File: config.mk
export PLATFORM = sky130hd
export DESIGN_NAME = aluPipe
export DESIGN_NICKNAME = d
export VERILOG_FILES = /design/src/verilog/aluPkg.sv /design/src/verilog/aluExecuteStage.sv /design/src/verilog/aluOperandStage.sv /design/src/verilog/aluPipe.sv /design/src/verilog/aluResultQueue.sv
export SDC_FILE = /design/constraint.sdc
export NUM_CORES = 1
export LEC_CHECK = 0
export BUFFER_PORTS_ARGS = -buffer_cell sky130_fd_sc_hd__buf_2
export CORE_MARGIN = 4
export CORE_UTILIZATION = 29
export CTS_CLUSTER_DIAMETER = 80
export DETAILED_ROUTE_END_ITERATION = 7
export GPL_ROUTABILITY_DRIVEN = 0
export PLACE_DENSITY = 0.48
export SETUP_SLACK_MARGIN = 0.3
export SLEW_MARGIN = 20
export SYNTH_ARGS = -nofsm -noshare
export SYNTH_HDL_FRONTEND = slang
export SYNTH_SLANG_ARGS = --single-unit
File: constraint.sdc
create_clock -name clk -period 7.1 [get_ports clk]
set_input_delay 0 -clock clk [delete_from_list [all_inputs] [get_ports clk]]
set_output_delay 0 -clock clk [all_outputs]
set_load 0.01 [all_outputs]
File: src/verilog/aluPkg.sv
// alu pipeline package with widths, credit sizes, opcode and select enums, stage payloads
`default_nettype none

package aluPkg;

    localparam int WORD_WIDTH   = 32;
    localparam int OP_WIDTH     = 3;
    localparam int QUEUE_DEPTH  = 4;  // result fifo slots and input credits after reset
    localparam int OUT_CREDITS  = 2;  // credits granted by downstream after reset
    localparam int CREDIT_WIDTH = 3;

    typedef logic [WORD_WIDTH-1:0]   word_t;
    typedef logic [CREDIT_WIDTH-1:0] creditCount_t;

    // and/or share the nor/nand units, see the operand stage
    typedef enum logic [OP_WIDTH-1:0] {
        OP_ADD  = 3'd0,
        OP_SUB  = 3'd1,
        OP_XOR  = 3'd2,
        OP_SLT  = 3'd3,
        OP_AND  = 3'd4,
        OP_NAND = 3'd5,
        OP_NOR  = 3'd6,
        OP_OR   = 3'd7
    } aluOp_t;

    // which unit drives the result
    typedef enum logic [2:0] {
        SEL_ADDER = 3'd0,
        SEL_XOR   = 3'd1,
        SEL_SLT   = 3'd2,
        SEL_NAND  = 3'd3,
        SEL_NOR   = 3'd4
    } aluSel_t;

    typedef struct packed {
        aluOp_t command;
        word_t  operandA;
        word_t  operandB;
    } aluReq_t;

    typedef struct packed {
        aluSel_t sel;
        logic    invB;    // doubles as adder carry-in
        word_t   inputA;  // operands after conditional inversion
        word_t   inputB;
    } aluStage1_t;

    typedef struct packed {
        word_t result;
        logic  carryout;
        logic  overflow;
        logic  zero;
    } aluResp_t;

endpackage

`default_nettype wire

File: src/verilog/aluExecuteStage.sv
// alu stage two, adder, xor, slt, nand and nor units with result select and flags
`timescale 1ns/1ps
`default_nettype none

module aluExecuteStage (
    input  wire logic               clk,
    input  wire logic               rstN,
    input  wire logic               s1Valid,
    input  wire aluPkg::aluStage1_t s1Data,
    output logic                    s2Valid,
    output aluPkg::aluResp_t        s2Resp
);

    logic [aluPkg::WORD_WIDTH:0] adderFull;   // sum with carry out on top
    aluPkg::word_t               lowPart;     // msb holds the carry into bit 31
    aluPkg::word_t               adderSum;
    logic                        adderCarry;
    logic                        carryIntoMsb;
    logic                        adderOverflow;
    aluPkg::word_t               xorOut;
    aluPkg::word_t               sltOut;
    aluPkg::word_t               nandOut;
    aluPkg::word_t               norOut;
    aluPkg::word_t               result;
    logic                        useAdder;

    // invB is the carry-in, so sub and slt get a true two's complement difference
    assign adderFull = {1'b0, s1Data.inputA} + {1'b0, s1Data.inputB}
                     + {{aluPkg::WORD_WIDTH{1'b0}}, s1Data.invB};
    assign lowPart   = {1'b0, s1Data.inputA[aluPkg::WORD_WIDTH-2:0]}
                     + {1'b0, s1Data.inputB[aluPkg::WORD_WIDTH-2:0]}
                     + {{(aluPkg::WORD_WIDTH-1){1'b0}}, s1Data.invB};

    assign adderSum      = adderFull[aluPkg::WORD_WIDTH-1:0];
    assign adderCarry    = adderFull[aluPkg::WORD_WIDTH];
    assign carryIntoMsb  = lowPart[aluPkg::WORD_WIDTH-1];
    assign adderOverflow = carryIntoMsb ^ adderCarry;

    // sign of the difference, corrected when it overflowed
    assign sltOut = {{(aluPkg::WORD_WIDTH-1){1'b0}}, adderSum[aluPkg::WORD_WIDTH-1] ^ adderOverflow};

    assign xorOut  = s1Data.inputA ^ s1Data.inputB;
    assign nandOut = ~(s1Data.inputA & s1Data.inputB);
    assign norOut  = ~(s1Data.inputA | s1Data.inputB);

    always_comb begin
        case (s1Data.sel)
            aluPkg::SEL_ADDER: result = adderSum;
            aluPkg::SEL_XOR:   result = xorOut;
            aluPkg::SEL_SLT:   result = sltOut;
            aluPkg::SEL_NAND:  result = nandOut;
            aluPkg::SEL_NOR:   result = norOut;
            default:           result = '0;  // unused select codes
        endcase
    end

    assign useAdder = (s1Data.sel == aluPkg::SEL_ADDER);

    always_ff @(posedge clk) begin
        if (!rstN) begin
            s2Valid <= 1'b0;
        end else begin
            s2Valid <= s1Valid;
        end
    end

    always_ff @(posedge clk) begin
        if (s1Valid) begin
            s2Resp.result   <= result;
            s2Resp.carryout <= useAdder & adderCarry;  // flags only mean something for add/sub
            s2Resp.overflow <= useAdder & adderOverflow;
            s2Resp.zero     <= (result == '0);
        end
    end

    // flags from a logic or slt op must never escape the stage
    flagsOnlyFromAdder: assert property (
        @(posedge clk) disable iff (!rstN)
        (s2Valid && ($past(s1Data.sel) != aluPkg::SEL_ADDER))
            |-> (!s2Resp.carryout && !s2Resp.overflow)
    ) else $error("carryout or overflow set for a non-adder result");

endmodule

`default_nettype wire

File: src/verilog/aluOperandStage.sv
// alu stage one, opcode decode and registered conditional operand inversion
`timescale 1ns/1ps
`default_nettype none

module aluOperandStage (
    input  wire logic             clk,
    input  wire logic             rstN,
    input  wire logic             inValid,
    input  wire aluPkg::aluReq_t  inReq,
    output logic                  s1Valid,
    output aluPkg::aluStage1_t    s1Data
);

    aluPkg::aluSel_t sel;
    logic            invA;
    logic            invB;
    aluPkg::word_t   inputA;
    aluPkg::word_t   inputB;

    // lookup table, and/or reuse nor/nand with both operands inverted
    always_comb begin
        sel  = aluPkg::SEL_ADDER;
        invA = 1'b0;
        invB = 1'b0;
        case (inReq.command)
            aluPkg::OP_ADD: sel = aluPkg::SEL_ADDER;
            aluPkg::OP_SUB: begin
                sel  = aluPkg::SEL_ADDER;
                invB = 1'b1;  // a + ~b + 1
            end
            aluPkg::OP_XOR: sel = aluPkg::SEL_XOR;
            aluPkg::OP_SLT: begin
                sel  = aluPkg::SEL_SLT;
                invB = 1'b1;
            end
            aluPkg::OP_AND: begin
                sel  = aluPkg::SEL_NOR;  // ~(~a | ~b) = a & b
                invA = 1'b1;
                invB = 1'b1;
            end
            aluPkg::OP_NAND: sel = aluPkg::SEL_NAND;
            aluPkg::OP_NOR:  sel = aluPkg::SEL_NOR;
            aluPkg::OP_OR: begin
                sel  = aluPkg::SEL_NAND;  // ~(~a & ~b) = a | b
                invA = 1'b1;
                invB = 1'b1;
            end
            default: sel = aluPkg::SEL_ADDER;
        endcase
    end

    assign inputA = invA ? ~inReq.operandA : inReq.operandA;
    assign inputB = invB ? ~inReq.operandB : inReq.operandB;

    always_ff @(posedge clk) begin
        if (!rstN) begin
            s1Valid <= 1'b0;
        end else begin
            s1Valid <= inValid;
        end
    end

    // payload only moves with a valid request
    always_ff @(posedge clk) begin
        if (inValid) begin
            s1Data.sel    <= sel;
            s1Data.invB   <= invB;
            s1Data.inputA <= inputA;
            s1Data.inputB <= inputB;
        end
    end

endmodule

`default_nettype wire

File: src/verilog/aluPipe.sv
// three stage credit flow alu, operand decode, execute, result queue
`timescale 1ns/1ps
`default_nettype none

module aluPipe (
    input  wire logic             clk,
    input  wire logic             rstN,
    input  wire logic             inValid,
    input  wire aluPkg::aluReq_t  inReq,
    input  wire logic             outCreditReturn,
    output logic                  inCredit,
    output logic                  outValid,
    output aluPkg::aluResp_t      outResp
);

    logic               s1Valid;
    aluPkg::aluStage1_t s1Data;
    logic               s2Valid;
    aluPkg::aluResp_t   s2Resp;

    // decode and invert operands
    aluOperandStage u_operandStage (
        .clk     (clk),
        .rstN    (rstN),
        .inValid (inValid),
        .inReq   (inReq),
        .s1Valid (s1Valid),
        .s1Data  (s1Data)
    );

    aluExecuteStage u_executeStage (
        .clk     (clk),
        .rstN    (rstN),
        .s1Valid (s1Valid),
        .s1Data  (s1Data),
        .s2Valid (s2Valid),
        .s2Resp  (s2Resp)
    );

    // buffering and both credit loops live here
    aluResultQueue u_resultQueue (
        .clk             (clk),
        .rstN            (rstN),
        .s2Valid         (s2Valid),
        .s2Resp          (s2Resp),
        .outCreditReturn (outCreditReturn),
        .inCredit        (inCredit),
        .outValid        (outValid),
        .outResp         (outResp)
    );

endmodule

`default_nettype wire

File: src/verilog/aluResultQueue.sv
// alu stage three, result fifo with input credit return and output credit spending
`timescale 1ns/1ps
`default_nettype none

module aluResultQueue (
    input  wire logic             clk,
    input  wire logic             rstN,
    input  wire logic             s2Valid,
    input  wire aluPkg::aluResp_t s2Resp,
    input  wire logic             outCreditReturn,
    output logic                  inCredit,
    output logic                  outValid,
    output aluPkg::aluResp_t      outResp
);

    aluPkg::aluResp_t fifoMem [aluPkg::QUEUE_DEPTH];

    logic [$clog2(aluPkg::QUEUE_DEPTH)-1:0] wrPtr;
    logic [$clog2(aluPkg::QUEUE_DEPTH)-1:0] rdPtr;

    aluPkg::creditCount_t fifoCount;
    aluPkg::creditCount_t inOwed;      // credits still to pay upstream
    aluPkg::creditCount_t outCredits;  // credits held from downstream

    logic push;
    logic pop;
    logic payIn;

    assign push  = s2Valid;  // stages never stall, credits keep room for it
    assign pop   = (fifoCount != '0) && (outCredits != '0);
    assign payIn = (inOwed != '0);

    // fifo pointers and occupancy
    always_ff @(posedge clk) begin
        if (!rstN) begin
            wrPtr     <= '0;
            rdPtr     <= '0;
            fifoCount <= '0;
            outValid  <= 1'b0;
        end else begin
            if (push) begin
                wrPtr <= wrPtr + 1'b1;
            end
            if (pop) begin
                rdPtr <= rdPtr + 1'b1;
            end
            case ({push, pop})
                2'b10:   fifoCount <= fifoCount + 1'b1;
                2'b01:   fifoCount <= fifoCount - 1'b1;
                default: fifoCount <= fifoCount;
            endcase
            outValid <= pop;  // result appears the cycle after the pop decision
        end
    end

    always_ff @(posedge clk) begin
        if (push) begin
            fifoMem[wrPtr] <= s2Resp;
        end
        if (pop) begin
            outResp <= fifoMem[rdPtr];
        end
    end

    // input side, one credit pulse per cycle while anything is owed
    always_ff @(posedge clk) begin
        if (!rstN) begin
            inOwed   <= aluPkg::creditCount_t'(aluPkg::QUEUE_DEPTH);
            inCredit <= 1'b0;
        end else begin
            inCredit <= payIn;
            case ({pop, payIn})
                2'b10:   inOwed <= inOwed + 1'b1;  // slot freed, nothing paid
                2'b01:   inOwed <= inOwed - 1'b1;
                default: inOwed <= inOwed;
            endcase
        end
    end

    // output side
    always_ff @(posedge clk) begin
        if (!rstN) begin
            outCredits <= aluPkg::creditCount_t'(aluPkg::OUT_CREDITS);
        end else begin
            case ({outCreditReturn, pop})
                2'b10:   outCredits <= outCredits + 1'b1;
                2'b01:   outCredits <= outCredits - 1'b1;
                default: outCredits <= outCredits;
            endcase
        end
    end

    // upstream sent without a credit, or a stage held more than the credits allow
    noPushWhenFull: assert property (
        @(posedge clk) disable iff (!rstN)
        push |-> (fifoCount != aluPkg::creditCount_t'(aluPkg::QUEUE_DEPTH))
    ) else $error("push into a full result fifo");

    // downstream returned more credits than it granted
    outCreditsBounded: assert property (
        @(posedge clk) disable iff (!rstN)
        outCredits <= aluPkg::creditCount_t'(aluPkg::OUT_CREDITS)
    ) else $error("output credit count above grant");

    outValidHasCredit: assert property (
        @(posedge clk) disable iff (!rstN)
        outValid |-> ($past(outCredits) != '0)
    ) else $error("result sent without an output credit");

endmodule

`default_nettype wire
==> reports/metrics.yaml <==
status: "completed"
max_freq_ghz: 0.234
clk_latency_ns: 0.53
comb_power_share_pct: 24.2
design.portCount: 108
slew_headroom_pct: 34.2
grt_pass1_wl_mm: 50.9
place_ws_ns: 2.82
die_area_um2: 53100
async_reset_ff_share_pct: 0
drc: 0
antennaDiodeCount: 0
tns_ns: 0
dpl_cell_area_um2: 15600
io_buffers: 107
first_pass_iters: 5
wl_mm: 31.9
p_sw_uw: 1580
antenna_found_initial: 0
setup_viol: 0
yosysWarnings: 0
internal-power_uw: 3800
power_density_nw_per_um2: 309
wire_per_inst_um: 16.7
hold_violations: 0
worstHoldStart: "inValid"
cp-start-kind: "flop"
syn_to_final_growth_pct: 21.2
htree_levels: 2
grt-ovfl-total: 0
dp_hpwl_mm: 21.9
dieWidth_um: 230
min_path_cells: 2
ys_seq_elements: 295
clock_path_buffers: 3
fp.dieH_um: 230
endpoint_kind: "flop"
crit_type: "reg -> reg"
grt_max_degree: 70
timing.hold.ws_ns: 0.199
synthesis.instances: 1046
drt_iter0_markers: 373
layout_setup_ws_ns: 2.83
skew_ns: 0.00850
cts_resized: 0
synth-edff-count: 278
min_to: "u_operandStage.s1Data[25]"
r2r_cells: 13
hold_path_class: "in -> reg"
rsz0062_at_grt: "no"
numCtsBuffers: 35
start_util_pct: 29.3
cp.arrival_ns: 4.65
ys_seq_area_share_pct: 60.5
ir_drop_v: 0.000126
layout-drive-gt1-share_pct: 18.3
cts_tree: "yes"
ant_nets: 0
synthFlopType: "edfxtp_1"
design_area_um2: 17400
grt_util_all_layers_pct: 12.1
p_sw_share_pct: 29.3
leakage_uw: 0.00630
max-cap-violations: 0
cts_root_buf: "clkbuf_16"
required_ns: 7.48
syn_nets: 1193
cts_setup_buffers: 0
timing.rr.start: "u_operandStage.s1Data[0]"
yosys.cell_types.count: 67
tightest_slew_ns: 0.987
p_seq_share_pct: 44.0
fin_crit_sh_pct: 60.2
coreArea_um2: 49000
hold_buffers: 71
vias: 8596
netlist_area_um2: 14400
power.total_uw: 5380
regToRegSetupSlack_ns: 2.83
drt-vias-per-instance: 4.50
avgSynthCellArea_um2: 13.7
r2r_end: "u_executeStage.s2Resp[0]"
cp_max_fo: 4
final_nets: 1368
cts_num_sinks: 295
clkPwrFrac_pct: 31.8
grt_pass1_vias: 8954
path_clk_slew_ns: 0.06
period_needed_ns: 4.27
num_rows: 81
drv_slew: 0
[metal layers]
| metal | track usage (%) | routed length (um) | up-vias | part of all wire, % |
|---|---|---|---|---|
| met3 | 2.58 | 1490 | 49 | 4.7 |
| met5 | 0 | 0 | - | 0 |
| met1 | 16.4 | 14900 | 4117 | 47 |
| met4 | 3.42 | 759 | 0 | 2.4 |
| li1 | - | - | 4243 | - |
| met2 | 19.6 | 14800 | 187 | 46 |
[kinds of logic (layout without fill, tap and decap cells)]
kind of cell	count (synthesis)	after routing	synth area share, %
flops	295	295	60.5
compound gates	216	216	9.95
simple gates	181	181	6.77
buf+inv	144	344	4.29
xor+xnor	94	94	5.74
fa+ha+maj	76	76	6.89
mux	40	40	5.85
[registers in the layout, indices dropped and copies added (netlist names)]
register and count:
u_resultQueue.inOwed 3, u_resultQueue.rdPtr 2, u_resultQueue.fifoCount 3, u_resultQueue.outResp 35, u_resultQueue.wrPtr 2, u_resultQueue.outValid 1
u_operandStage.s1Valid 1, u_executeStage.s2Valid 1, u_executeStage.s2Resp 35, u_resultQueue.outCredits 3, u_resultQueue.fifoMem 140, u_operandStage.s1Data 68
u_resultQueue.inCredit 1
[area by class of cell]
| type | count | area, um^2 |
|---|---|---|
| fill | 4733 | 31600 |
| sequential | 295 | 8690 |
| multi-input combinational | 607 | 5090 |
| timing repair buffer | 192 | 1350 |
| clock buffer | 44 | 940 |
| tap | 664 | 831 |
| inverter | 90 | 338 |
| clock inverter | 18 | 161 |
[cell usage in the layout (no fill, tap or decap), types with 6 or more instances in the layout]
cell,instances
xor2_1,12
o22a_1,10
edfxtp_1,278
and2_1,17
a31oi_1,8
dfxtp_1,16
clkinv_1,7
a21o_1,9
nor2b_1,8
nand3_1,7
clkbuf_16,35
a22oi_1,28
nor2_1,29
buf_2,107
clkbuf_1,6
nor3_1,14
ha_1,71
mux4_2,35
xnor2_1,81
nand2_1,47
o22ai_1,13
nand2b_1,6
a21oi_1,44
inv_1,90
buf_4,14
or3_1,10
o21ai_0,43
nand4_1,12
o21a_1,8
dlygate4sd3_1,71
o211ai_1,6
[stage by stage]
stage	utilization (%)	cells
2_1_floorplan	-	1046
3_3_place_gp	31.8	1777
3_5_place_dp	31.8	1777
4_1_cts	35.5	1910
5_1_grt	35.5	1910
6_report	35.5	1910
[worst max-delay path by stage]
stage | from | endpoint | slack, ns | cells past startpoint
after floorplan | u_operandStage.s1Data[0] | u_executeStage.s2Resp[0] | 3.22 | 13
after global placement | u_operandStage.s1Data[0] | u_executeStage.s2Resp[0] | 2.81 | 13
after detailed placement | u_operandStage.s1Data[0] | u_executeStage.s2Resp[0] | 2.82 | 13
after CTS | u_operandStage.s1Data[0] | u_executeStage.s2Resp[0] | 2.78 | 13
after global routing | u_operandStage.s1Data[0] | u_executeStage.s2Resp[0] | 2.52 | 13
final | u_operandStage.s1Data[0] | u_executeStage.s2Resp[0] | 2.83 | 13
[worst max-delay path: stages, from the launching register on]
cell       delay (ns)
edfxtp_1         0.44
fa_1             0.48
inv_1            0.09
fa_1             0.19
and2b_1          0.22
o21a_1           0.23
or3_1            0.35
a31o_1           0.22
nor4_1           0.32
o2111ai_1        0.14
or4_1            0.46
or4_1            0.40
or4_1            0.42
nor3b_2          0.16
[Yosys cell counts (all sizes together) (8+ instances only)]
cell,n,area [um^2]
a31oi,8,50.1
o21a,8,60.1
dfxtp,17,340
nand3,8,40.0
o22a,15,138
nand4,12,75.1
inv,90,338
nor2,30,113
o22ai,13,81.3
nand2,47,176
nor2b,9,56.3
nor3,15,75.1
edfxtp,278,8350
and2,17,106
buf,22,148
a21oi,44,220
o21ai,46,230
or3,10,62.6
a21o,9,67.6
xnor2,82,718
mux4,35,788
a22oi,28,210
ha,71,888
xor2,12,105
clkbuf,32,130
[power groups by stage]
stage | Sequential (uW) | Combinational [uW] | Clock [uW]
floorplan | 2380 | 869 | 0
global placement | 2410 | 1280 | 0
detailed placement | 2410 | 1290 | 0
CTS | 2380 | 1320 | 1780
global route | 2400 | 1460 | 1850
finish | 2370 | 1300 | 1710
Note: power is estimated with default switching activity, not from simulation.
